### src/rtl/coreBottomPkg.sv
`default_nettype none

package coreBottomPkg;

	localparam int rstBaseW = 16;	// Restart base width

	// Register transfer operations
	typedef enum logic [2:0] {
		opLoadImm  = 3'd0,	// Reg from immediate
		opCopy     = 3'd1,	// Reg from reg
		opIncPair  = 3'd2,	// Pair plus one
		opDecPair  = 3'd3,	// Pair minus one
		opOperands = 3'd4,	// Present ALU operands
		opRst      = 3'd5,	// PC to restart vector
		opNop      = 3'd6
	} opE;

	typedef enum logic [2:0] {
		regA = 3'd0,
		regF = 3'd1,
		regB = 3'd2,
		regC = 3'd3,
		regD = 3'd4,
		regE = 3'd5,
		regH = 3'd6,
		regL = 3'd7
	} regSelE;

	typedef enum logic [1:0] {
		pairBC = 2'd0,
		pairDE = 2'd1,
		pairHL = 2'd2,
		pairSP = 2'd3
	} pairSelE;

	typedef enum logic [1:0] {
		stepNone = 2'd0,
		stepInc  = 2'd1,
		stepDec  = 2'd2
	} stepE;

	typedef struct packed {
		opE         op;
		regSelE     dst;
		regSelE     src;
		pairSelE    pair;
		logic [7:0] imm;	// Vector in [2:0] for rst, bc in [5:0] for operands
	} cmdT;

	typedef struct packed {
		logic       valid;		// One-cycle strobe
		logic       regWe;		// Register file write
		regSelE     dst;
		regSelE     src;
		logic       srcImm;		// Write data from imm, else from src
		logic [7:0] imm;
		stepE       pairStep;
		pairSelE    pair;
		logic       opndStb;	// Latch ALU operands
		logic [5:0] bc;			// Operand 2 mask control
		logic       rstStb;		// Restart load
		logic [2:0] vec;
	} ctrlT;

	typedef struct packed {
		logic [15:0] addr;	// External address bus
		logic [7:0]  aluOp1;
		logic [7:0]  aluOp2;
		logic        bq4;	// Decimal adjust hints
		logic        bq5;
		logic        bq7;
		logic [7:0]  regA;
	} resultT;

endpackage

`default_nettype wire

### src/rtl/cmdDecode.sv
`default_nettype none

module cmdDecode (
	input  logic                CLK,
	input  logic                arstN,
	input  logic                req,
	input  coreBottomPkg::cmdT  cmd,
	input  logic                busy,	// Handshake open in addrResult
	output coreBottomPkg::ctrlT ctrl
);

	coreBottomPkg::ctrlT ctrlNext;	// Decode of the command on the bus
	logic                capture;

	// Fresh req only when no transfer is open
	assign capture = req & ~busy;

	always_comb begin
		ctrlNext          = '0;
		ctrlNext.valid    = 1'b1;
		ctrlNext.dst      = cmd.dst;
		ctrlNext.src      = cmd.src;
		ctrlNext.pair     = cmd.pair;
		ctrlNext.imm      = cmd.imm;
		ctrlNext.pairStep = coreBottomPkg::stepNone;
		case (cmd.op)
			coreBottomPkg::opLoadImm: begin
				ctrlNext.regWe  = 1'b1;
				ctrlNext.srcImm = 1'b1;	// Data from imm
			end
			coreBottomPkg::opCopy: begin
				ctrlNext.regWe  = 1'b1;	// Data from src reg
			end
			coreBottomPkg::opIncPair: begin
				ctrlNext.pairStep = coreBottomPkg::stepInc;
			end
			coreBottomPkg::opDecPair: begin
				ctrlNext.pairStep = coreBottomPkg::stepDec;
			end
			coreBottomPkg::opOperands: begin
				ctrlNext.opndStb = 1'b1;
				ctrlNext.bc      = cmd.imm[5:0];
			end
			coreBottomPkg::opRst: begin
				ctrlNext.rstStb = 1'b1;
				ctrlNext.vec    = cmd.imm[2:0];	// Restart slot
			end
			default: begin
				ctrlNext.pairStep = coreBottomPkg::stepNone;	// Nop and unused codes
			end
		endcase
	end

	always_ff @(posedge CLK or negedge arstN) begin
		if (!arstN) begin
			ctrl <= '0;
		end else if (capture) begin
			ctrl <= ctrlNext;
		end else begin
			ctrl.valid <= 1'b0;	// Fields held, strobe dropped
		end
	end

	// busy from addrResult must close the window right after a capture
	aValidPulse: assert property (@(posedge CLK) disable iff (!arstN)
		ctrl.valid |=> !ctrl.valid);

endmodule

`default_nettype wire

### src/rtl/regExecute.sv
`default_nettype none

module regExecute #(
	parameter logic [coreBottomPkg::rstBaseW-1:0] RstBase = 16'h0000
) (
	input  logic                  CLK,
	input  logic                  arstN,
	input  coreBottomPkg::ctrlT   ctrl,
	input  logic [15:0]           pairWrite,	// Stepped pair from addrResult
	input  logic                  pairWe,
	output logic [15:0]           pairValue,
	output logic [1:0]            stepReq,
	output logic                  stepStrobe,	// Command executed
	output coreBottomPkg::resultT opnd
);

	logic [7:0][7:0]        regFile;	// A F B C D E H L
	logic [15:0]            sp;
	logic [15:0]            pc;
	coreBottomPkg::pairSelE pairSel;	// Held for the writeback
	logic                   rstDone;	// Last command loaded PC
	logic [15:0]            pairMux;
	logic [7:0]             aluOp1;
	logic [7:0]             aluOp2;
	logic [7:0]             regA;

	// Operand 2 masking, bc4 kills all, bc0 enables the high nibble bits
	function automatic logic [7:0] maskOp2(input logic [7:0] v, input logic [5:0] bc);
		logic [7:0] m;
		m = v;
		if (bc[4]) begin
			m = '0;
		end else if (bc[0]) begin
			m[4] = v[4] & ~bc[1];
			m[5] = v[5] & ~bc[5];
			m[6] = v[6] & ~bc[2];
			m[7] = v[7] & ~bc[3];
		end
		return m;
	endfunction

	always_ff @(posedge CLK or negedge arstN) begin
		if (!arstN) begin
			regFile    <= '0;
			sp         <= '0;
			pc         <= RstBase;
			pairSel    <= coreBottomPkg::pairBC;
			rstDone    <= 1'b0;
			stepStrobe <= 1'b0;
			stepReq    <= '0;
			aluOp1     <= '0;
			aluOp2     <= '0;
		end else begin
			stepStrobe <= ctrl.valid;	// Hands off to addrResult
			if (ctrl.valid) begin
				pairSel <= ctrl.pair;
				rstDone <= ctrl.rstStb;
				stepReq <= ctrl.pairStep;
				if (ctrl.regWe) begin
					regFile[ctrl.dst] <= ctrl.srcImm ? ctrl.imm : regFile[ctrl.src];
				end
				if (ctrl.rstStb) begin
					pc <= RstBase + 16'({ctrl.vec, 3'b000});	// 8 bytes per slot
				end
				if (ctrl.opndStb) begin
					aluOp1 <= regFile[ctrl.src];
					aluOp2 <= maskOp2(regFile[ctrl.dst], ctrl.bc);
				end
			end
			if (pairWe) begin
				case (pairSel)
					coreBottomPkg::pairBC: begin
						regFile[coreBottomPkg::regB] <= pairWrite[15:8];
						regFile[coreBottomPkg::regC] <= pairWrite[7:0];
					end
					coreBottomPkg::pairDE: begin
						regFile[coreBottomPkg::regD] <= pairWrite[15:8];
						regFile[coreBottomPkg::regE] <= pairWrite[7:0];
					end
					coreBottomPkg::pairHL: begin
						regFile[coreBottomPkg::regH] <= pairWrite[15:8];
						regFile[coreBottomPkg::regL] <= pairWrite[7:0];
					end
					default: begin
						sp <= pairWrite;	// pairSP
					end
				endcase
			end
		end
	end

	always_comb begin
		case (pairSel)
			coreBottomPkg::pairBC: pairMux = {regFile[coreBottomPkg::regB], regFile[coreBottomPkg::regC]};
			coreBottomPkg::pairDE: pairMux = {regFile[coreBottomPkg::regD], regFile[coreBottomPkg::regE]};
			coreBottomPkg::pairHL: pairMux = {regFile[coreBottomPkg::regH], regFile[coreBottomPkg::regL]};
			default:               pairMux = sp;
		endcase
	end

	// After a restart the address bus shows the new PC
	assign pairValue = rstDone ? pc : pairMux;

	assign regA = regFile[coreBottomPkg::regA];

	always_comb begin
		opnd        = '0;	// addr comes from addrResult
		opnd.aluOp1 = aluOp1;
		opnd.aluOp2 = aluOp2;
		opnd.bq4    = |regA[3:1];
		opnd.bq5    = |regA[7:5];
		opnd.bq7    = regA[7] & regA[4];
		opnd.regA   = regA;
	end

	// Writeback from addrResult follows the execute strobe by one cycle
	aPairWeTiming: assert property (@(posedge CLK) disable iff (!arstN)
		pairWe |-> $past(stepStrobe));

endmodule

`default_nettype wire

### src/rtl/addrResult.sv
`default_nettype none

module addrResult (
	input  logic                  CLK,
	input  logic                  arstN,
	input  logic                  req,
	input  logic                  busDisable,
	input  logic [15:0]           pairValue,	// Old pair value
	input  logic [1:0]            stepReq,
	input  logic                  stepStrobe,
	input  coreBottomPkg::resultT opnd,
	output logic [15:0]           pairWrite,
	output logic                  pairWe,
	output logic                  ack,
	output logic                  busy,
	output coreBottomPkg::resultT result
);

	logic [15:0] addrQ;		// Address bus latch
	logic        inFlight;	// Capture until ack falls

	always_ff @(posedge CLK or negedge arstN) begin
		if (!arstN) begin
			addrQ    <= '0;
			pairWe   <= 1'b0;
			ack      <= 1'b0;
			inFlight <= 1'b0;
		end else begin
			// Same condition decode uses to capture
			if (!inFlight && req) begin
				inFlight <= 1'b1;
			end else if (ack && !req) begin
				inFlight <= 1'b0;
			end
			if (stepStrobe) begin
				addrQ <= busDisable ? 16'hFFFF : pairValue;	// Bus floats high
				ack   <= 1'b1;
			end else if (!req) begin
				ack   <= 1'b0;	// Four-phase return
			end
			pairWe <= stepStrobe && (stepReq != coreBottomPkg::stepNone);
		end
	end

	// Step still happens under bus disable, wraps mod 2^16
	always_ff @(posedge CLK) begin
		if (stepStrobe) begin
			if (stepReq == coreBottomPkg::stepDec) begin
				pairWrite <= pairValue - 16'd1;
			end else begin
				pairWrite <= pairValue + 16'd1;
			end
		end
	end

	assign busy = inFlight;

	always_comb begin
		result      = opnd;
		result.addr = addrQ;	// Operands and hints from execute
	end

	// Host keeps req up until it sees ack
	aAckNeedsReq: assert property (@(posedge CLK) disable iff (!arstN)
		$rose(ack) |-> $past(req));

endmodule

`default_nettype wire

### src/rtl/coreBottom.sv
`default_nettype none

module coreBottom #(
	parameter logic [coreBottomPkg::rstBaseW-1:0] RstBase = 16'h0000
) (
	input  logic                  CLK,
	input  logic                  arstN,
	input  logic                  req,
	input  coreBottomPkg::cmdT    cmd,
	input  logic                  busDisable,
	output logic                  ack,
	output coreBottomPkg::resultT result
);

	coreBottomPkg::ctrlT   ctrl;		// Decode to execute
	coreBottomPkg::resultT opnd;		// Operands and hints
	logic [15:0]           pairValue;
	logic [15:0]           pairWrite;
	logic [1:0]            stepReq;
	logic                  stepStrobe;
	logic                  pairWe;
	logic                  busy;

	cmdDecode i_cmdDecode (
		.CLK   (CLK),
		.arstN (arstN),
		.req   (req),
		.cmd   (cmd),
		.busy  (busy),
		.ctrl  (ctrl)
	);

	regExecute #(
		.RstBase (RstBase)
	) i_regExecute (
		.CLK        (CLK),
		.arstN      (arstN),
		.ctrl       (ctrl),
		.pairWrite  (pairWrite),
		.pairWe     (pairWe),
		.pairValue  (pairValue),
		.stepReq    (stepReq),
		.stepStrobe (stepStrobe),
		.opnd       (opnd)
	);

	addrResult i_addrResult (
		.CLK        (CLK),
		.arstN      (arstN),
		.req        (req),
		.busDisable (busDisable),
		.pairValue  (pairValue),
		.stepReq    (stepReq),
		.stepStrobe (stepStrobe),
		.opnd       (opnd),
		.pairWrite  (pairWrite),
		.pairWe     (pairWe),
		.ack        (ack),
		.busy       (busy),
		.result     (result)
	);

endmodule

`default_nettype wire

### config.mk
export PLATFORM = sky130hd
export DESIGN_NAME = coreBottom
export DESIGN_NICKNAME = d
export VERILOG_FILES = /design/src/rtl/coreBottomPkg.sv /design/src/rtl/cmdDecode.sv /design/src/rtl/regExecute.sv /design/src/rtl/addrResult.sv /design/src/rtl/coreBottom.sv
export SDC_FILE = /design/constraint.sdc
export NUM_CORES = 1
export LEC_CHECK = 0
export ABC_CLOCK_PERIOD_IN_PS = 3660
export BUFFER_PORTS_ARGS = -buffer_cell sky130_fd_sc_hd__clkbuf_2
export CAP_MARGIN = 20
export CORE_MARGIN = 4
export CORE_UTILIZATION = 61
export CTS_BUF_LIST = sky130_fd_sc_hd__clkbuf_8 sky130_fd_sc_hd__clkbuf_16
export DETAILED_ROUTE_END_ITERATION = 6
export GPL_TIMING_DRIVEN = 0
export MAX_ROUTING_LAYER = met4
export PLACE_DENSITY = 0.88
export SLEW_MARGIN = 5
export SYNTH_ARGS = -nofsm -noshare
export SYNTH_HDL_FRONTEND = slang
export SYNTH_SLANG_ARGS = --single-unit
### constraint.sdc
create_clock -name CLK -period 3.66 [get_ports CLK]
set_clock_uncertainty 0.1 [all_clocks]
set_input_delay 0.366 -clock CLK [delete_from_list [all_inputs] [get_ports CLK]]
set_output_delay 0.366 -clock CLK [all_outputs]
set_load 0.1 [all_outputs]
==> run_results.csv <==
group,metric,value,unit
run_status,status,"finished clean",
drt,antenna_left,0,
clocking,ctsLongestPathBuffers,2,
placement,gp_congestion,0.9373,
yosys,yosys.area.top_type,"dfrtp_1",
timing,rsz0062_at_grt,"no",
worst_setup_path,worst_path_largest_cell_delay,0.56,ns
worst_setup_path,crit_family,"compound AO/OA/AOI/OAI gates",
clocking,cts_max_level,4,
power,ir_worst_vdd,0.8000,mV
die,dieWidth,130.5,um
cells_and_area,instances_no_fill,1154,
global_routing,use_met3,6.707,%
drt,first_iter_violations,855,
drt,route.detailed.drc,0,
yosys,synth_top_area_share,42.64,%
clocking,clk_latency,0.44,ns
drt,via_per_inst,6.426,
global_routing,grt-ovfl-total,0,
worst_hold_path,hp-class,"in2reg",
cells_and_area,post-route-util,71.15,%
global_routing,use_met1,40.65,%
power,total_power,8612,uW
yosys,synth.distinct_cells,52,
cells_and_area,diodes,0,
yosys,synth-warning-count,0,
timing,setup_violations,0,
die,ios,67,
die,rows,44,
cells_and_area,final_common_cell,"dfrtp_1",
global_routing,grt_pass1_vias,7394,
cells_and_area,num-nets-final,995,
cells_and_area,layout-drive-gt1-share,22.06,%
clocking,cts_setup_buffers,0,
clocking,path_clk_slew,0.06,ns
worst_setup_path,cp_max_fo,10,
flow_run,maxCapViolations,0,
timing,timing.slew.headroom,52.04,%
worst_setup_path,slowest_stage,"mux4_2",
worst_setup_path,critPathBufInv,2,
worst_setup_path,start_kind,"register",
cells_and_area,ff_latch_area,4385,um^2
clocking,cts_tree,"yes",
yosys,ys_seq_area_share,47.89,%
placement,dp_cells,1123,
yosys,syn-cell-area,9155,um^2
timing,max_clock_freq,281.0,MHz
worst_setup_path,cp.arrival,3.69,ns
power,p_leak,0.004795,uW
global_routing,grt_max_degree,115,
worst_setup_path,path_class,"reg2reg",
timing,fin_crit_sh,97.23,%
yosys,ys_ff_latch,172,
die,core_area,14640,um^2
timing,tightest_slew,0.7194,ns
worst_setup_path,worstPathRequired,3.79,ns
cells_and_area,final_cell_mix,"dfrtp_1 (155), nand2_1 (143), a21oi_1 (108)",
die,initial_core_util,62.52,%
worst_setup_path,crit_chain,"buf_6 > mux4_2 > nand2_1 > inv_1 > ha_1 > nor2b_1 > o21a_1 > o21ai_1 > o21ai_2 > or3_1 > o311ai_0",
global_routing,grt-busiest-layer,"met2",
die,die_h,130.5,um
yosys,avgSynthCellArea,10.50,um^2
global_routing,grt_usage,32.20,%
drt,vias,7416,
cells_and_area,nFillCells,983,
cells_and_area,area_growth,13.80,%
drt,wl_per_cell,21.82,um
placement,io_buffers,66,
worst_setup_path,critPathCaptureType,"register",
timing,finalMaxSlewViolations,0,
yosys,synth-edff-count,16,
timing,hold_viol_final,0,
global_routing,grt_pass1_wl,40.01,mm
placement,place.detailed.hpwl,18.60,mm
yosys,async_flop_share,90.70,%
clocking,clkSinkCount,172,
timing,finalCriticalPeriod,3.559,ns
die,die_area,17030,um^2
drt,routed_wirelength,25.18,mm
global_routing,antenna_found_initial,0,
yosys,ys_top_cells_by_area,"dfrtp_1 (43%), mux4_2 (8.6%), a21oi_1 (6.0%)",
yosys,synth_nets,910,
yosys,synth_cells,872,
yosys,synth-main-ff-cell,"dfrtp_1",
cells_and_area,multi_input_area,4429,um^2
clocking,numCtsBuffers,17,
drt,dr.pass1.iters,6,
global_routing,grtUsageMet2,51.40,%
power,p_per_area,826.5,nW/um^2
clocking,clock-root-buffer,"clkbuf_16",
==> sequential cells by signal, summed over array words and instances, names as in the netlist, 3 cells and up, named ones only <==
signal,count
i_regExecute.aluOp2,8
i_regExecute.sp,16
i_regExecute.pc,3
i_addrResult.addrQ,16
i_regExecute.aluOp1,8
i_addrResult.pairWrite,16
i_cmdDecode.ctrl,32
i_regExecute.regFile,48
==> power by group <==
group / switching, uW / total (uW) / internal, uW
sequential: 524 / 2970 / 2450
combinational: 2430 / 3700 / 1270
clock: 783 / 1940 / 1160
total: 3730 / 8610 / 4880
==> synthesized netlist by cell type, drive strengths merged, types with 2 or more instances <==
| cell | count |
|---|---|
| a2111oi | 2 |
| a21o | 5 |
| a21oi | 110 |
| a221oi | 3 |
| a22o | 2 |
| a31oi | 4 |
| and4 | 2 |
| buf | 27 |
| clkbuf | 29 |
| clkinv | 2 |
| dfrtp | 156 |
| edfxtp | 16 |
| ha | 14 |
| inv | 18 |
| mux2 | 42 |
| mux2i | 16 |
| mux4 | 45 |
| nand2 | 143 |
| nand2b | 5 |
| nand3 | 8 |
| nand3b | 5 |
| nor2 | 107 |
| nor2b | 6 |
| nor3 | 5 |
| nor3b | 2 |
| o21a | 5 |
| o21ai | 58 |
| o221ai | 3 |
| o22ai | 2 |
| o311ai | 2 |
| o31ai | 2 |
| or2 | 3 |
| or3 | 5 |
| xnor2 | 9 |
==> tightest hold or removal path: stages <==
cell and delay [ns]:
clkbuf_2 0.07, nand2_1 0.04, nand2_1 0.05
==> per-layer routing <==
layer	wire length (um)	share of wire, %	vias up
li1	-	-	3260
met1	9671	38	3611
met2	12200	48	455
met3	2309	9.2	90
met4	997	4.0	0
met5	0	0	-
==> path summary, 6_finish.rpt <==
path	start	endpoint	slack, ns	cells after the start
max	i_regExecute.pairSel[0]	i_addrResult.pairWrite[12]	0.10	11
min	cmd[9]	i_cmdDecode.ctrl[12]	0.02	3
max reg2reg	i_regExecute.pairSel[0]	i_addrResult.pairWrite[12]	0.10	11
min reg2reg	i_cmdDecode.ctrl[31]	i_regExecute.stepStrobe	0.29	0
max in group asynchronous	arstN	i_regExecute.pairSel[1]	2.25	3
min in group asynchronous	arstN	i_regExecute.aluOp1[3]	0.32	2
==> cell type report <==
type                       instances  share of cell area [%]
multi-input combinational        624                   42.51
sequential                       172                   42.09
clock buffer                      20                   4.588
timing repair buffer              68                   3.615
buffer                            54                   2.726
tap                              184                   2.210
clock inverter                    12                   1.537
inverter                          20                  0.7206
==> logic make-up (layout without fill, tap and decap cells) <==
logic type / after synthesis / in the layout / synth area share (%)
xor gates and xnor gates: 10 / 10 / 0.9567
adders and majority gates: 15 / 15 / 2.132
DFF: 172 / 172 / 47.89
and+or+nand+nor: 295 / 295 / 13.38
AOI/OAI and AO/OA: 201 / 201 / 11.99
buffers and inverters: 76 / 174 / 3.922
muxes: 103 / 103 / 19.73
==> what timing repair did <==
item                       CTS  global route
cloned                       0             0
setup endpoints to repair    9             4
hold buffers                 1             0
hold endpoints to repair    42             0
resized for setup            4             6
==> through the flow <==
step | setup slack [ns] | TNS, ns | cell area [um^2] | hold WS (ns)
3_5_place_dp | -0.4415 | -1.293 | 9752 | 0.2192
4_1_cts | 0.02373 | 0 | 10400 | 0.01623
2_1_floorplan | 0.3195 | 0 | 9155 | -0.02959
3_3_place_gp | -0.4947 | -76.09 | 9716 | 0.2588
5_1_grt | 0.009769 | 0 | 10420 | 0.02478
6_report | 0.1014 | 0 | 10420 | 0.02265
No activity file was read; power rests on OpenSTA's default activity.
